File: src/verilog/x86_decode_pkg.sv
package x86_decode_pkg;

    // longest legal x86 instruction
    localparam int max_instr_bytes = 15;
    localparam int instr_width     = max_instr_bytes * 8;

    // displacement and immediate sizes in bytes
    localparam int disp8_bytes  = 1;
    localparam int disp32_bytes = 4;
    localparam int imm8_bytes   = 1;
    localparam int imm32_bytes  = 4;

    // modr/m mod field
    localparam logic [1:0] mod_indir  = 2'b00;
    localparam logic [1:0] mod_disp8  = 2'b01;
    localparam logic [1:0] mod_disp32 = 2'b10;
    localparam logic [1:0] mod_direct = 2'b11;

    // modr/m r/m escapes
    localparam logic [2:0] rm_sib = 3'b100;
    localparam logic [2:0] rm_abs = 3'b101;

    typedef logic [3:0] len_t;

    // byte 0 sits in bits 7:0
    typedef struct packed {
        logic [instr_width-1:0] bytes;
        len_t                   len;
    } instr_t;

    // alu ops first so bits 5:3 of the opcode map straight across
    typedef enum logic [3:0] {
        OPC_ADD     = 4'h0,
        OPC_OR      = 4'h1,
        OPC_ADC     = 4'h2,
        OPC_SBB     = 4'h3,
        OPC_AND     = 4'h4,
        OPC_SUB     = 4'h5,
        OPC_XOR     = 4'h6,
        OPC_CMP     = 4'h7,
        OPC_PUSH    = 4'h8,
        OPC_POP     = 4'h9,
        OPC_INVALID = 4'hA,
        OPC_DAA     = 4'hC,
        OPC_DAS     = 4'hD,
        OPC_AAA     = 4'hE,
        OPC_AAS     = 4'hF
    } opc_e;

    // general regs in modr/m order, segment regs above
    typedef enum logic [3:0] {
        REG_EAX = 4'h0,
        REG_ECX = 4'h1,
        REG_EDX = 4'h2,
        REG_EBX = 4'h3,
        REG_ESP = 4'h4,
        REG_EBP = 4'h5,
        REG_ESI = 4'h6,
        REG_EDI = 4'h7,
        REG_ES  = 4'h8,
        REG_CS  = 4'h9,
        REG_SS  = 4'hA,
        REG_DS  = 4'hB
    } reg_e;

    typedef struct packed {
        logic val;
        logic is_reg;
        logic mem;
        logic off;
        logic imm;
    } opnd_flags_t;

    // data carries displacement or immediate
    typedef struct packed {
        opnd_flags_t flags;
        reg_e        rg;
        logic [31:0] data;
    } operand_t;

    typedef struct packed {
        opc_e     opc;
        operand_t dst;
        operand_t src;
        len_t     len;
    } decoded_t;

    // accumulator operand and immediate template for the acc-imm forms
    localparam operand_t eax_operand = '{flags: 5'b11000, rg: REG_EAX, data: 32'h0};
    localparam operand_t imm_operand = '{flags: 5'b10001, rg: REG_EAX, data: 32'h0};

endpackage

File: src/verilog/byte_stream_if.sv
`timescale 1ns/1ps

// instruction bytes from feeder to decoder, one per take
interface byte_stream_if;

    // current byte present
    logic       valid;
    logic [7:0] data;
    // byte index is len minus one
    logic       last;

    // consumes data when valid
    logic       take;
    // result handed on, flush whatever is left
    logic       done;

    modport feeder (
        output valid,
        output data,
        output last,
        input  take,
        input  done
    );

    modport decoder (
        input  valid,
        input  data,
        input  last,
        output take,
        output done
    );

endinterface

File: src/verilog/hold_stage.sv
`timescale 1ns/1ps

// single entry valid/ready register slice
module hold_stage #(
    parameter type payload_t = logic
) (
    input  logic     clk,
    input  logic     i_arst_n,

    input  logic     i_valid,
    output logic     o_ready,
    input  payload_t i_data,

    output logic     o_valid,
    input  logic     i_ready,
    output payload_t o_data
);

    logic     full;
    payload_t data_q;

    // free when empty or draining this cycle
    assign o_ready = !full || i_ready;
    assign o_valid = full;
    assign o_data  = data_q;

    always_ff @(posedge clk or negedge i_arst_n) begin
        if (!i_arst_n) begin
            full <= 1'b0;
        end else if (o_ready) begin
            full <= i_valid;
        end
    end

    always_ff @(posedge clk) begin
        if (i_valid && o_ready) begin
            data_q <= i_data;
        end
    end

    // a refused offer stays up and unchanged until it is taken
    a_hold_stable: assert property (
        @(posedge clk) disable iff (!i_arst_n)
        (i_valid && !o_ready) |=> (i_valid && $stable(i_data))
    );

endmodule

File: src/verilog/instr_byte_feeder.sv
`timescale 1ns/1ps

// holds one instruction, shows it a byte at a time
module instr_byte_feeder
    import x86_decode_pkg::*;
(
    input  logic          clk,
    input  logic          i_arst_n,

    input  logic          i_valid,
    output logic          o_ready,
    input  instr_t        i_instr,

    byte_stream_if.feeder bs
);

    logic [instr_width-1:0] shift_q;
    len_t                   left_q;
    logic                   busy;
    logic                   load;

    // free again on the done cycle itself
    assign o_ready = !busy || bs.done;
    assign load    = i_valid && o_ready;

    // bytes run out before done arrives
    assign bs.valid = busy && (left_q != '0);
    assign bs.data  = shift_q[7:0];
    assign bs.last  = (left_q == len_t'(1));

    always_ff @(posedge clk or negedge i_arst_n) begin
        if (!i_arst_n) begin
            busy   <= 1'b0;
            left_q <= '0;
        end else if (load) begin
            busy   <= 1'b1;
            // zero length shows byte 0 as the only byte
            left_q <= (i_instr.len == '0) ? len_t'(1) : i_instr.len;
        end else if (bs.done) begin
            // drop any unread tail
            busy   <= 1'b0;
            left_q <= '0;
        end else if (bs.take) begin
            left_q <= left_q - len_t'(1);
        end
    end

    // low byte always at the front
    always_ff @(posedge clk) begin
        if (load) begin
            shift_q <= i_instr.bytes;
        end else if (bs.take) begin
            shift_q <= shift_q >> 8;
        end
    end

    // decoder only consumes bytes that are actually there
    a_take_needs_valid: assert property (
        @(posedge clk) disable iff (!i_arst_n)
        bs.take |-> bs.valid
    );

endmodule

File: src/verilog/operand_decoder.sv
`timescale 1ns/1ps

// byte serial decode of the 00h..3fh opcode block
module operand_decoder
    import x86_decode_pkg::*;
(
    input  logic           clk,
    input  logic           i_arst_n,

    byte_stream_if.decoder bs,

    output logic           o_valid,
    input  logic           i_ready,
    output decoded_t       o_result
);

    typedef enum logic [2:0] {
        S_OPC,
        S_MODRM,
        S_DISP,
        S_IMM,
        S_FIN
    } state_e;

    state_e      state;
    state_e      nxt_state;
    opc_e        opc_q;
    operand_t    dst_q;
    operand_t    src_q;
    len_t        cnt_q;
    logic        dir_q;
    logic [2:0]  fld_cnt;
    logic [2:0]  fld_len;
    logic [31:0] acc;
    logic [31:0] nxt_acc;
    logic        fld_end;
    logic        bad;
    logic        tail;
    logic [7:0]  b;
    logic [1:0]  mrm_mod;
    logic [2:0]  mrm_rm;
    logic        mrm_abs;
    operand_t    reg_opnd;
    operand_t    rm_opnd;
    operand_t    seg_opnd;

    assign b       = bs.data;
    assign mrm_mod = b[7:6];
    assign mrm_rm  = b[2:0];
    // mod 00 r/m 101 is disp32 with no base
    assign mrm_abs = (mrm_mod == mod_indir) && (mrm_rm == rm_abs);

    assign bs.take  = bs.valid && (state != S_FIN);
    assign o_valid  = (state == S_FIN);
    assign bs.done  = o_valid && i_ready;
    assign o_result = '{opc: opc_q, dst: dst_q, src: src_q, len: cnt_q};

    always_comb begin
        fld_end = (fld_cnt == fld_len - 3'd1);
        // little endian assembly, sign extended as it grows
        case (fld_cnt)
            3'd0:    nxt_acc = {{24{b[7]}}, b};
            3'd1:    nxt_acc = {{16{b[7]}}, b, acc[7:0]};
            3'd2:    nxt_acc = {{8{b[7]}}, b, acc[15:0]};
            default: nxt_acc = {b, acc[23:0]};
        endcase

        // modr/m reg field, always a plain register
        reg_opnd = '{flags: 5'b11000, rg: reg_e'({1'b0, b[5:3]}), data: 32'h0};
        // modr/m r/m field
        rm_opnd.flags.val    = 1'b1;
        rm_opnd.flags.is_reg = !mrm_abs;
        rm_opnd.flags.mem    = (mrm_mod != mod_direct);
        rm_opnd.flags.off    = (mrm_mod == mod_disp8) || (mrm_mod == mod_disp32) || mrm_abs;
        rm_opnd.flags.imm    = 1'b0;
        rm_opnd.rg           = mrm_abs ? REG_EAX : reg_e'({1'b0, mrm_rm});
        rm_opnd.data         = 32'h0;
        // es cs ss ds from bits 4:3
        seg_opnd = '{flags: 5'b11000, rg: reg_e'({2'b10, b[4:3]}), data: 32'h0};

        bad       = 1'b0;
        nxt_state = state;
        case (state)
            S_OPC: begin
                // 26 2e 36 3e are segment prefixes, 0f escapes to two bytes
                if (b[7:6] != 2'b00 || (b[5] && b[2:0] == 3'b110) || b == 8'h0F) begin
                    bad       = 1'b1;
                    nxt_state = S_FIN;
                end else if (b[2:1] == 2'b11) begin
                    nxt_state = S_FIN;
                end else if (b[2]) begin
                    nxt_state = S_IMM;
                end else begin
                    nxt_state = S_MODRM;
                end
            end
            S_MODRM: begin
                if (mrm_rm == rm_sib && mrm_mod != mod_direct) begin
                    // sib form not handled
                    bad       = 1'b1;
                    nxt_state = S_FIN;
                end else if (rm_opnd.flags.off) begin
                    nxt_state = S_DISP;
                end else begin
                    nxt_state = S_FIN;
                end
            end
            S_DISP, S_IMM: nxt_state = fld_end ? S_FIN : state;
            default:       nxt_state = i_ready ? S_OPC : S_FIN;
        endcase

        // stream ended with the encoding still open
        if (bs.take && bs.last && nxt_state != S_FIN) begin
            bad       = 1'b1;
            nxt_state = S_FIN;
        end
    end

    always_ff @(posedge clk or negedge i_arst_n) begin
        if (!i_arst_n) begin
            state   <= S_OPC;
            cnt_q   <= '0;
            fld_cnt <= '0;
            tail    <= 1'b0;
        end else begin
            if (bs.take || o_valid) begin
                state <= nxt_state;
            end
            if (bs.take) begin
                // consumed length restarts at the opcode
                cnt_q   <= (state == S_OPC) ? len_t'(1) : cnt_q + len_t'(1);
                fld_cnt <= (state == S_DISP || state == S_IMM) ? fld_cnt + 3'd1 : 3'd0;
            end
            if (bs.take && bs.last) begin
                tail <= 1'b1;
            end else if (bs.done) begin
                tail <= 1'b0;
            end
        end
    end

    always_ff @(posedge clk) begin
        if (bs.take) begin
            case (state)
                S_OPC: begin
                    dir_q   <= b[1];
                    // odd opcodes carry a full dword
                    fld_len <= b[0] ? 3'(imm32_bytes) : 3'(imm8_bytes);
                    opc_q   <= opc_e'({1'b0, b[5:3]});
                    dst_q   <= '0;
                    src_q   <= '0;
                    if (b[2:1] == 2'b11 && !b[5]) begin
                        opc_q <= opc_e'({3'b100, b[0]});
                        dst_q <= seg_opnd;
                    end else if (b[2:1] == 2'b11) begin
                        // daa das aaa aas
                        opc_q <= opc_e'({2'b11, b[4:3]});
                    end else if (b[2]) begin
                        dst_q <= eax_operand;
                        src_q <= imm_operand;
                    end
                end
                S_MODRM: begin
                    fld_len <= (mrm_mod == mod_disp8) ? 3'(disp8_bytes) : 3'(disp32_bytes);
                    // direction bit set, reg field is the destination
                    dst_q   <= dir_q ? reg_opnd : rm_opnd;
                    src_q   <= dir_q ? rm_opnd : reg_opnd;
                end
                S_DISP: begin
                    acc <= nxt_acc;
                    if (fld_end && dir_q) begin
                        src_q.data <= nxt_acc;
                    end else if (fld_end) begin
                        dst_q.data <= nxt_acc;
                    end
                end
                S_IMM: begin
                    acc <= nxt_acc;
                    if (fld_end) begin
                        src_q.data <= nxt_acc;
                    end
                end
                default: begin
                    acc <= acc;
                end
            endcase
            if (bad) begin
                opc_q <= OPC_INVALID;
                dst_q <= '0;
                src_q <= '0;
            end
        end
    end

    // feeder offers nothing past the final byte and nothing is pulled until the result leaves
    a_no_take_after_last: assert property (
        @(posedge clk) disable iff (!i_arst_n)
        tail |-> !(bs.valid || bs.take)
    );

endmodule

File: src/verilog/x86_decoder.sv
`timescale 1ns/1ps

// instruction in, decoded result out, three entries deep at most
module x86_decoder
    import x86_decode_pkg::*;
(
    input  logic                   clk,
    input  logic                   i_arst_n,

    input  logic                   i_instr_valid,
    output logic                   o_instr_ready,
    input  logic [instr_width-1:0] i_instr,
    input  len_t                   i_instr_len,

    output logic                   o_res_valid,
    input  logic                   i_res_ready,
    output opc_e                   o_res_opcode,
    output operand_t               o_res_dst,
    output operand_t               o_res_src,
    output len_t                   o_res_len
);

    instr_t   in_data;
    instr_t   hold_data;
    logic     hold_valid;
    logic     hold_ready;
    decoded_t dec_result;
    logic     dec_valid;
    logic     dec_ready;
    decoded_t res_data;

    byte_stream_if bs_if ();

    assign in_data = '{bytes: i_instr, len: i_instr_len};

    // fetch side slice
    hold_stage #(.payload_t(instr_t)) in_hold (
        .clk      (clk),
        .i_arst_n (i_arst_n),
        .i_valid  (i_instr_valid),
        .o_ready  (o_instr_ready),
        .i_data   (in_data),
        .o_valid  (hold_valid),
        .i_ready  (hold_ready),
        .o_data   (hold_data)
    );

    instr_byte_feeder feeder_i (
        .clk      (clk),
        .i_arst_n (i_arst_n),
        .i_valid  (hold_valid),
        .o_ready  (hold_ready),
        .i_instr  (hold_data),
        .bs       (bs_if)
    );

    operand_decoder dec_i (
        .clk      (clk),
        .i_arst_n (i_arst_n),
        .bs       (bs_if),
        .o_valid  (dec_valid),
        .i_ready  (dec_ready),
        .o_result (dec_result)
    );

    // execute side slice
    hold_stage #(.payload_t(decoded_t)) out_hold (
        .clk      (clk),
        .i_arst_n (i_arst_n),
        .i_valid  (dec_valid),
        .o_ready  (dec_ready),
        .i_data   (dec_result),
        .o_valid  (o_res_valid),
        .i_ready  (i_res_ready),
        .o_data   (res_data)
    );

    assign o_res_opcode = res_data.opc;
    assign o_res_dst    = res_data.dst;
    assign o_res_src    = res_data.src;
    assign o_res_len    = res_data.len;

endmodule

File: config.mk
export PLATFORM = sky130hd
export DESIGN_NAME = x86_decoder
export DESIGN_NICKNAME = d
export VERILOG_FILES = /design/src/verilog/x86_decode_pkg.sv /design/src/verilog/byte_stream_if.sv /design/src/verilog/hold_stage.sv /design/src/verilog/instr_byte_feeder.sv /design/src/verilog/operand_decoder.sv /design/src/verilog/x86_decoder.sv
export SDC_FILE = /design/constraint.sdc
export NUM_CORES = 1
export LEC_CHECK = 0
export ABC_AREA = 1
export BUFFER_PORTS_ARGS = -buffer_cell sky130_fd_sc_hd__clkbuf_2
export CELL_PAD_IN_SITES_DETAIL_PLACEMENT = 1
export CELL_PAD_IN_SITES_GLOBAL_PLACEMENT = 1
export CORE_ASPECT_RATIO = 1.75
export CORE_MARGIN = 8
export CORE_UTILIZATION = 49
export CTS_CLUSTER_DIAMETER = 120
export CTS_CLUSTER_SIZE = 12
export DETAILED_ROUTE_END_ITERATION = 6
export GPL_TIMING_DRIVEN = 0
export PLACE_DENSITY_LB_ADDON = 0.1
export SYNTH_ARGS = -nofsm -noshare
export SYNTH_HDL_FRONTEND = slang
export SYNTH_SLANG_ARGS = --single-unit
File: constraint.sdc
create_clock -name clk -period 8.7 [get_ports clk]
set_input_delay 0.87 -clock clk [delete_from_list [all_inputs] [get_ports clk]]
set_output_delay 0.87 -clock clk [all_outputs]
set_load 0.01 [all_outputs]
==> impl_results.md, run 1 <==
- Setup Crit Path Kind: flop to flop
- Cell area after layout: 0.02010 mm^2
- Pre-antenna DRT Iters: 6
- Post-Route WL: 36.90 mm
- Sequential-to-total area share from yosys stat: 0.8040
- Commonest non-fill, non-tap cells in the layout: edfxtp_1 (443), nand2_1 (387), clkbuf_2 (217), nor2_1 (112), inv_1 (75)
- Number of synthesized flops with an enable pin: 443
- Area of the multi-input gates: 0.002795 mm^2
- Max H-tree Level: 2
- Post-DP HPWL: between 20 and 30 mm
- Clk slew on worst S/H paths: 60 ps
- # diodes: 0
- Area delta synth->final: 17.70%
- Max Clk Rate: 0.3060 GHz
- WL/cell: 18.83 um
- Total power: between 8 and 9 mW
- P_int: 5.493 mW
- Pin count of the biggest net entering global routing: roughly 110
- First-pass GRT wire length: about 58 mm
- Post-synth top area cell: edfxtp_1
- Syn Inst Count: 1214
- Sw frac: 0.3453
- Largest cells by area after synthesis: edfxtp_1 (78%), nand2_1 (8.5%), dfrtp_1 (2.5%), nor2_1 (2.5%), inv_1 (1.7%)
- Vias/cell: 5.003
- Peak supply drop: 225.2 uV
- PnR worst setup slack: 5432 ps
- Hold-fix buffers, CTS: 0
- Vias in the first global route: 10930
- Postcts setup bufs: 0
- Post-synth ARST share: 0.03696
- Seq pwr share: 0.493
- Resized Gates After CTS: 0
- HP Class: input port to asynchronous set/reset pin
- Number of nets in the layout: 1623
- Clk_lat worst skew: 550 ps
- Worst Max-Slew Pin Slew: 761.7 ps
- Register area: 0.01373 mm^2
- Total negative slack: 0 ps
- Yosys warning count: 0
- Startpoint types: flop
- Longest Clk Path Bufs: 3
- DP Area: 0.01885 mm^2
- Unique masters post-synth: 39
- Initial antenna violation count: 0
- Maximum capacitance violations: 0
- Crit. End Element: flop
- DR DRC count: 0
- Fill cells: 3426
- Via count: 9805
- TritonCTS clock tree: done
- Total grt overflow: 0
- Dominant synthesized flop cell: edfxtp_1
- Hold Vio Cnt, Final: 0
- DR iter-0 viols: between 400 and 500
- Num rows: 90
- Final min period: 3268 ps
- Post-place setup slack: 5118 ps
- Clock power share: 0.200
- Top-area cell type share of the netlist area: 0.7791
- GRT Total Usage: 0.1827
- Worst Path Max Fanout: 71
- Commonest non-fill, non-tap cell in the layout: edfxtp_1
- RSZ-0062 raised after global routing: false
- Tcrit/Tclk final: 0.3756
- Placeable Area: 0.03446 mm^2
- Sw Pwr: between 2 and 3 mW
- Clk sink count: 460
- Root buffer cell: clkbuf_16
- Antenna viol nets, final: 0
- DIE WIDTH: 157.1 um
- DIE AREA: 0.04131 mm^2
- FF+latch count, synth: 460
- CP Data Arrival Time: 3460 ps
- Final count of negative-setup-slack endpoints: 0
- Avg Inst Size Synth: 14.06 um^2
- Die span in y: 262.9 um
- Leak: a little over 8 nW
- Slew Limit Fails: 0
- Placer Congestion: 0.7784
- Post-Synthesis Cell Area: 0.01707 mm^2
- Combinational power share: 0.307
- Share of cells above drive strength 1: 0.2133
- Max_slew headroom: 0.4903
- Crit path required time: 8900 ps
- IO Port Bufs: 217
- PD cells: approximately 420 mW/mm^2
- Num CTS Buffers: 44
- Starting Density: 0.4955
- Status: complete, no violations
- Worst Skew: 16.79 ps
- Ports: 220
## cells in the mapped netlist (4+ instances only)
cell type,instances
a21oi_1,24
a221oi_1,13
a22oi_1,9
buf_1,5
buf_2,19
buf_4,5
buf_6,7
clkbuf_1,7
dfrtp_1,17
edfxtp_1,443
ha_1,11
inv_1,78
nand2_1,388
nand3_1,19
nand4_1,4
nor2_1,113
nor3_1,7
o21ai_0,13
## worst max-delay path, stage by stage (launching register included)
cell and delay [ps]:
dfrtp_1 470, nor2_1 230, nand2_1 150, inv_1 100, nand2_1 160, nand2_1 150
nand2_2 160, buf_2 240, buf_2 240, nand2_4 550, buf_16 380
## final timing paths
check                                   start                    to  slack (ps)  cells past startpoint
max in group asynchronous            i_arst_n         feeder_i.busy        8090                      1
min reg2reg                dec_i.o_result[19]   out_hold.o_data[19]         420                      0
min in group clk           dec_i.o_result[19]   out_hold.o_data[19]         420                      0
min                                  i_arst_n        dec_i.cnt_q[3]         270                      1
max reg2reg                    dec_i.state[1]  feeder_i.shift_q[52]        5430                     10
max                            dec_i.state[1]  feeder_i.shift_q[52]        5430                     10
## power groups by stage
stage | clock (mW) | sequential (mW) | combinational [mW]
4_1_cts | 1.72 | 4.17 | 2.60
6_report | 1.68 | 4.14 | 2.57
5_1_grt | 1.78 | 4.22 | 2.90
2_1_floorplan | 0 | 4.27 | 1.50
3_5_place_dp | 0 | 4.20 | 2.59
3_3_place_gp | 0 | 4.28 | 2.39
## flip-flops by register name, indices dropped and copies added, names as in the netlist
signal            cells
dec_i.acc            24
dec_i.cnt_q           4
dec_i.dir_q           1
dec_i.fld_cnt         3
dec_i.fld_len         2
dec_i.o_result       80
dec_i.opc_q           4
dec_i.state           3
feeder_i.busy         1
feeder_i.left_q       4
feeder_i.shift_q    120
in_hold.o_data      124
in_hold.o_valid       1
out_hold.o_data      88
out_hold.o_valid      1
## through the flow
stage	hold slack, ps	utilization	std cells
6_report	270.1	0.5832	1960
3_5_place_dp	405.7	0.5472	1896
4_1_cts	267.5	0.5818	1958
5_1_grt	291.3	0.5832	1960
2_1_floorplan	400.3	-	1215
3_3_place_gp	402.6	0.5438	1892
## layer usage
| metal | track usage | part of all wire | up-vias |
|---|---|---|---|
| met3 | 0.03573 | 0.051 | 81 |
| met5 | 0 | 0 | - |
| met4 | 0.07855 | 0.041 | 0 |
| met2 | 0.3557 | 0.56 | 250 |
| li1 | - | - | 4705 |
| met1 | 0.1799 | 0.34 | 4769 |
## kinds of logic (layout without fill, tap and decap cells)
logic type                 count (synthesis)  count (layout)  synth area share
other                                      1               2         0.0002196
and+or+nand+nor                          543             543            0.1260
DFF                                      460             460            0.8040
adders and majority gates                 11              11          0.008061
buffers and inverters                    125             410           0.03305
xor gates and xnor gates                   4               4          0.002052
AOI/OAI and AO/OA                         69              69           0.02602
muxes                                      1               1         0.0005863
## cell type report
class	count	share of cell area
clock buffers	61	0.05902
flip-flops and latches	460	0.6831
multi-input cells	630	0.1391
plain buffers	43	0.01276
well taps	460	0.02864
inverters	82	0.01569
clock inverters	1	0.0004358
repair buffers	223	0.06126
(Power assumes the default switching activity.)
==> inputs of run 2 (changes only) <==
--- a/config.mk
+++ b/config.mk
@@ -5,13 +5,13 @@
 export SDC_FILE = /design/constraint.sdc
 export NUM_CORES = 1
 export LEC_CHECK = 0
-export ABC_AREA = 1
+export ABC_AREA = 0
 export BUFFER_PORTS_ARGS = -buffer_cell sky130_fd_sc_hd__clkbuf_2
 export CELL_PAD_IN_SITES_DETAIL_PLACEMENT = 1
 export CELL_PAD_IN_SITES_GLOBAL_PLACEMENT = 1
 export CORE_ASPECT_RATIO = 1.75
 export CORE_MARGIN = 8
-export CORE_UTILIZATION = 49
+export CORE_UTILIZATION = 43
 export CTS_CLUSTER_DIAMETER = 120
 export CTS_CLUSTER_SIZE = 12
 export DETAILED_ROUTE_END_ITERATION = 6
==> constraint.sdc (replaced) <==
create_clock -name clk -period 3 [get_ports clk]
set_input_delay 0.3 -clock clk [delete_from_list [all_inputs] [get_ports clk]]
set_output_delay 0.3 -clock clk [all_outputs]
set_load 0.01 [all_outputs]
==> impl_results.md, run 2 <==
- Commonest non-fill, non-tap cell in the layout: edfxtp_1
- Die span in y: 279.7 um (+6.4%)
- Max_slew headroom: 0.3884 (-0.1019)
- Ports: 220 (unchanged)
- Avg Inst Size Synth: 14.48 um^2 (+3.0%)
- Placeable Area: 0.03928 mm^2 (+14%)
- Sw frac: 0.3659 (+0.02058)
- Top-area cell type share of the netlist area: 0.7783 (-0.0007985)
- Max H-tree Level: 2 (unchanged)
- Maximum capacitance violations: 0 (unchanged)
- Via count: 10430 (+6.3%)
- Clk sink count: 460 (unchanged)
- Starting Density: 0.4351 (-0.06035)
- Reg2Reg Depth: 7 (-3)
- Vias in the first global route: 11550 (+5.6%)
- Initial antenna violation count: 0 (unchanged)
- Worst Skew: 19.67 ps (+2.881 ps)
- DR iter-0 viols: 495 (-0.60%)
- Clk_lat worst skew: 540 ps (about the same)
- Post-synth ARST share: 0.03696 (unchanged)
- Crit path required time: 3210 ps (-5690 ps)
- Number of synthesized flops with an enable pin: 443 (unchanged)
- Dominant synthesized flop cell: edfxtp_1
- Slew Limit Fails: 0 (unchanged)
- Pin count of the biggest net entering global routing: 60 (-44%)
- Worst Path Max Fanout: 32 (-55%)
- Largest register FFs: 124 (unchanged)
- Yosys warning count: 0 (unchanged)
- Commonest cells in the netlist: edfxtp_1 (443), nand2_1 (364), nor2_1 (90), inv_1 (36), clkbuf_1 (29)
- Largest cells by area after synthesis: edfxtp_1 (78%), nand2_1 (8.0%), dfrtp_1 (2.5%), nor2_1 (2.0%), ha_1 (0.81%)
- Dpl cells: 1892 (-0.21%)
- Hold Vio Cnt, Final: 0 (unchanged)
- Number of nets in the layout: 1719 (+5.9%)
- RSZ-0062 raised after global routing: false
- First-pass GRT wire length: 65.44 mm (+13%)
- Worst Hold End: out_hold.o_valid
- P_int: 17.25 mW (+210%)
- Post-Synthesis Cell Area: 0.01709 mm^2 (+0.10%)
- Longest Clk Path Bufs: 3 (unchanged)
- Syn Inst Count: 1180 (-2.8%)
- Area of the multi-input gates: 0.003073 mm^2 (+9.9%)
- Seq pwr share: 0.464 (-0.029)
- Finished Layout Cells: 2086 (+6.4%)
- Status: complete, no violations
- Register area: 0.01373 mm^2 (unchanged)
- R2R Setup Slk: 170 ps (-5260 ps)
- Final min period: 2833 ps (-435.0 ps)
- Max Clk Rate: 0.3530 GHz (+15%)
- Post-DP HPWL: 27.82 mm (+5.0%)
- # diodes: 0 (unchanged)
- Startpoint types: flop
- Post-synth top area cell: edfxtp_1
- Clock power share: 0.181 (-0.019)
- CP Data Arrival Time: 3050 ps (-410 ps)
- Share of cells above drive strength 1: 0.2005 (-0.01283)
- Tcrit/Tclk final: 0.9442 (+0.5686)
- Final count of negative-setup-slack endpoints: 0 (unchanged)
- Num CTS Buffers: 44 (unchanged)
- Setup Crit Path Kind: flop to flop
- Vias/cell: 4.999 (about the same)
- Leak: 8.647 nW (+4.8%)
- DIE AREA: 0.04663 mm^2 (+13%)
- Total grt overflow: 0 (unchanged)
- Fill cells: 3848 (+12%)
- DR DRC count: 0 (unchanged)
- GRT Total Usage: 0.1805 (-0.002162)
- DIE WIDTH: 166.7 um (+6.1%)
- WL/cell: 20.35 um (+8.1%)
- Hold path start: i_res_ready
- Post-place setup slack: -639.9 ps (-5758 ps)
- Pre-antenna DRT Iters: 4 (-2)
- Antenna viol nets, final: 0 (unchanged)
- TritonCTS clock tree: done
- Sequential-to-total area share from yosys stat: 0.8032 (-0.0008241)
- PnR worst setup slack: 167.4 ps (-5265 ps)
- Commonest non-fill, non-tap cells in the layout: edfxtp_1 (443), nand2_1 (360), clkbuf_2 (217), dlygate4sd3_1 (125), nor2_1 (89)
- IO Port Bufs: 217 (unchanged)
- Total power: 27.20 mW (+220%)
- HP Class: input port to flop
- PD cells: 1264 mW/mm^2 (+200%)
- FF+latch count, synth: 460 (unchanged)
- Total negative slack: 0 ps (unchanged)
- Unique masters post-synth: 54 (+38%)
- Post-Route WL: 42.45 mm (+15%)
- Crit. End Element: flop
- Sw Pwr: 9.952 mW (+240%)
- Worst r2r src: feeder_i.left_q[1]
- Worst Max-Slew Pin Slew: 910.4 ps (+148.7 ps)
- Peak supply drop: 758.7 uV (+240%)
- Count leader, synth: edfxtp_1
- Root buffer cell: clkbuf_16
- Placer Congestion: 0.7791 (about the same)
- Min-Delay Path Depth: 3
- Combinational power share: 0.355 (+0.048)
- RR Endpoint: dec_i.o_result[10]
- Num rows: 96 (+6.7%)
- Area delta synth->final: 25.94%
- Clk slew on worst S/H paths: 60 ps (about the same)
run 2: cell types whose count changed in the layout (fill, tap and decap cells not counted), moves of 6 or more:
cell,before,now
nand2_1,387,360
nor3_1,7,13
buf_6,7,1
nor2_1,112,89
or3_1,0,6
clkbuf_1,23,45
nor2b_1,0,7
inv_1,75,35
nand2b_1,0,6
nand3_1,19,5
dlygate4sd3_1,0,125
and3_1,1,10
nand3b_1,0,8
run 2: area by class of cell:
cell class                      instances  area share
Buffer                                 54     0.01197
Inverter                               36    0.006452
Timing Repair Buffer                  351      0.1171
Clock buffer                           61     0.05510
Sequential cell                       460      0.6378
Multi-Input combinational cell        633      0.1428
Tap cell                              490     0.02848
Clock inverter                          1   0.0004069
run 2: what timing repair did:
action | in CTS | in global routing
setup endpoints to repair | 230 | 262
setup buffers | 0 | 2
gates cloned | 2 | 3
resized for setup | 3 | 10
hold endpoints to repair | 141 | 0
pin swaps | 2 | 2
hold buffers | 125 | 0
run 2: logic make-up after synthesis:
logic type,after synthesis,share of synthesized area
muxes,4,0.002635
DFF,460,0.8032
AOI/OAI and AO/OA,80,0.03177
buffers and inverters,90,0.02299
xor gates and xnor gates,4,0.002490
other,1,0.0002194
adders and majority gates,11,0.008053
and+or+nand+nor,530,0.1286
run 2: how the worst max path moves through the flow:
stage	startpoint	endpoint	slack, ps
3_5_place_dp	feeder_i.shift_q[6]	dec_i.o_result[11]	-640
4_1_cts	feeder_i.shift_q[6]	dec_i.o_result[17]	-150
6_report	feeder_i.left_q[1]	dec_i.o_result[10]	170
2_1_floorplan	dec_i.state[1]	feeder_i.shift_q[0]	160
5_1_grt	feeder_i.shift_q[7]	dec_i.o_result[10]	9
3_3_place_gp	dec_i.state[1]	feeder_i.shift_q[70]	-820
run 2: worst max-delay path, stage by stage, from the launching register on:
cell and delay, ps:
dfrtp_1 390, inv_1 100, ha_1 150, nor3b_1 520, nand3b_1 260, nand2b_1 300, a211o_1 460, nand2_8 310
run 2: metal layers:
layer,global-route usage,vias to the layer above,part of all wire
met1,0.1803,5131,0.35
met5,0,-,0
met3,0.03468,86,0.045
met2,0.3563,266,0.57
li1,-,4944,-
met4,0.07535,0,0.042
run 2: power by group through the flow:
stage	clock network [mW]	registers [mW]	logic [mW]
final	4.93	12.6	9.65
after global routing	5.27	12.9	10.8
after CTS	5.07	12.7	9.45
after detailed placement	0	12.8	9.09
after global placement	0	12.7	8.30
after floorplan	0	12.8	5.33
run 2: stage by stage:
stage	hold slack [ps]	instance area (um^2)	utilization
floorplan	4.409	17110	-
global placement	287.2	18810	0.4788
detailed placement	289.5	18910	0.4814
CTS	21.32	21400	0.5447
global route	132.8	21530	0.5480
finish	137.9	21530	0.5480
==> inputs of run 3 (changes only) <==
--- a/config.mk
+++ b/config.mk
@@ -9,7 +9,7 @@
 export BUFFER_PORTS_ARGS = -buffer_cell sky130_fd_sc_hd__clkbuf_2
 export CELL_PAD_IN_SITES_DETAIL_PLACEMENT = 1
 export CELL_PAD_IN_SITES_GLOBAL_PLACEMENT = 1
-export CORE_ASPECT_RATIO = 1.75
+export CORE_ASPECT_RATIO = 0.75
 export CORE_MARGIN = 8
 export CORE_UTILIZATION = 43
 export CTS_CLUSTER_DIAMETER = 120
==> impl_results.md, run 3 (same netlist as run 2, synthesis figures left out) <==
- Starting Density: 0.4345 (-0.0006229)
- Post-place setup slack: -211.4 ps (+428.5 ps)
- Initial antenna violation count: 7 (+7)
- Cell area after layout: 0.02162 mm^2 (+0.45%)
- Max_slew headroom: 0.3870 (-0.001399)
- Worst-path cell chain: inv_1 -> ha_1 -> nand3b_1 -> a211oi_2 -> nor2_1 -> a211o_1 -> nand2_8
- Via count: 10460 (+0.35%)
- PnR worst setup slack: 192.4 ps (+24.99 ps)
- Register area: 0.01373 mm^2 (unchanged)
- Worst Path Max Fanout: 32 (unchanged)
- Worst Skew: 14.92 ps (-4.751 ps)
- First-pass GRT wire length: 64.85 mm (-0.91%)
- Critical path depth: 7 (unchanged)
- Crit path largest cell delay: 490 ps (-30 ps)
- Hold Vio Cnt, Final: 0 (unchanged)
- Total grt overflow: 0 (unchanged)
- Crit-path slowest cell: a211o_1
- Max H-tree Level: 2 (unchanged)
- Commonest non-fill, non-tap cells in the layout: edfxtp_1 (443), nand2_1 (360), clkbuf_2 (217), dlygate4sd3_1 (126), nor2_1 (89)
- Final min period: 2808 ps (-24.99 ps)
- Area delta synth->final: 26.51%
- Commonest non-fill, non-tap cell in the layout: edfxtp_1
- Reg2Reg Depth: 7 (unchanged)
- Clk sink count: 460 (unchanged)
- Fill cells: 3872 (+0.62%)
- DIE WIDTH: 246.2 um (+48%)
- HP Class: input port to flop
- Largest register FFs: 124 (unchanged)
- DIE AREA: 0.04645 mm^2 (-0.40%)
- WL/cell: 19.83 um (-2.6%)
- Pin count of the biggest net entering global routing: 57 (-5.0%)
- Fin util: 0.5497 (+0.001665)
- Num CTS Buffers: 44 (unchanged)
- Root buffer cell: clkbuf_16
- Area of the multi-input gates: 0.003072 mm^2 (about the same)
- IO Port Bufs: 217 (unchanged)
- DR iter-0 viols: 552 (+12%)
- Startpoint types: flop
- Share of cells above drive strength 1: 0.2004 (about the same)
- Crit. End Element: flop
- Placer Congestion: 0.7559 (-3.0%)
- Post-DP HPWL: 26.35 mm (-5.3%)
- TritonCTS clock tree: done
- RSZ-0062 raised after global routing: false
- Status: complete, no violations
- Vias/cell: 4.933 (-1.3%)
- Crit path required time: 3210 ps (about the same)
- Max Clk Rate: 0.3562 GHz (+0.89%)
- Dpl cells: 1924 (+1.7%)
- Antenna viol nets, final: 0 (unchanged)
- DR DRC count: 0 (unchanged)
- Pre-antenna DRT Iters: 5 (+1)
- Number of nets in the layout: 1719 (unchanged)
- Worst Max-Slew Pin Slew: 912.5 ps (+2.083 ps)
- Longest Clk Path Bufs: 3 (unchanged)
- R2R Setup Slk: 190 ps (+20 ps)
- Finished Layout Cells: 2121 (+1.7%)
- Slew Limit Fails: 0 (unchanged)
- PD cells: 1256 mW/mm^2 (-0.64%)
- Num rows: 63 (-34%)
- GRT Total Usage: 0.1789 (-0.001628)
- Vias in the first global route: 11460 (-0.82%)
- Setup Crit Path Kind: flop to flop
- Clk slew on worst S/H paths: 60 ps (about the same)
- DP Area: 0.01901 mm^2 (+0.54%)
- Worst path bufs/invs: 1 (unchanged)
- Tcrit/Tclk final: 0.9359 (-0.008330)
- Placeable Area: 0.03933 mm^2 (+0.14%)
- Delay-heaviest family, CP: compound AO/OA/AOI/OAI gates
- Min-Delay Path Depth: 3 (unchanged)
- Leak: 8.664 nW (+0.20%)
- Clk_lat worst skew: 550 ps (about the same)
- Maximum capacitance violations: 0 (unchanged)
- Peak supply drop: 802.3 uV (+5.7%)
- Final count of negative-setup-slack endpoints: 0 (unchanged)
- Ports: 220 (unchanged)
- CP Data Arrival Time: 3020 ps (-30 ps)
- Post-Route WL: 42.06 mm (-0.93%)
- Die span in y: 188.7 um (-33%)
-- run 3: cell count changes in the layout (fill, tap and decap cells not counted), sizes merged --
cell,delta
diode,+4
and2,-2
dlygate4sd3,+1
clkinv,+1
nand2,+2
clkbuf,-2
buf,+1
-- run 3: layout make-up --
type / count / share of cell area
antenna: 4 / 0.0004629
buffer: 54 / 0.01192
clock buffer: 61 / 0.05584
clock inverter: 2 / 0.001157
inverter: 36 / 0.006423
multi-input combinational: 633 / 0.1421
sequential: 460 / 0.6349
tap: 520 / 0.03009
timing repair buffer: 351 / 0.1171
-- run 3: report_power, final --
part | switching [mW] | internal (mW) | leakage (nW)
sequential | 0.959 | 11.7 | 4.49
clock | 2.25 | 2.78 | 0.596
combinational | 6.70 | 2.77 | 3.58
total | 9.92 | 17.2 | 8.66
-- run 3: through the flow --
stage,total power [mW],hold slack [ps],TNS [ps]
final,27.15,185.9,0
after global routing,28.87,218.2,0
after CTS,27.47,170.1,-16260
after detailed placement,21.96,300.1,-30850
after global placement,21.11,285.6,-204730
after floorplan,18.14,4.409,0
-- run 3: what timing repair did --
action	4_1_cts	5_1_grt
setup endpoints to repair	163	163
hold buffers	126	0
hold endpoints to repair	142	0
pin swaps	1	2
buffers inserted	0	1
gates resized for setup	1	8
cloned	3	0
-- run 3: routing by layer --
layer	vias to the layer above	global-route usage	part of all wire	wire [um]
li1	4958	-	-	-
met4	6	0.04686	0.019	797
met1	5194	0.2220	0.42	17690
met2	236	0.3140	0.51	21510
met3	69	0.03848	0.048	2026
met5	-	0	0.00071	30
-- run 3: tightest hold or removal path: cells and delay by family --
kind | cells | cell delay (ps)
buffers and inverters | 1 | 100
and+or+nand+nor | 2 | 280
-- run 3: worst paths after layout --
| path | startpoint | end |
|---|---|---|
| max | feeder_i.shift_q[7] | dec_i.o_result[26] |
| min | i_res_ready | out_hold.o_valid |
| max reg2reg | feeder_i.shift_q[7] | dec_i.o_result[26] |
| min reg2reg | dec_i.o_result[48] | out_hold.o_data[48] |
| max in group asynchronous | i_arst_n | dec_i.cnt_q[1] |
| min in group asynchronous | i_arst_n | in_hold.o_valid |
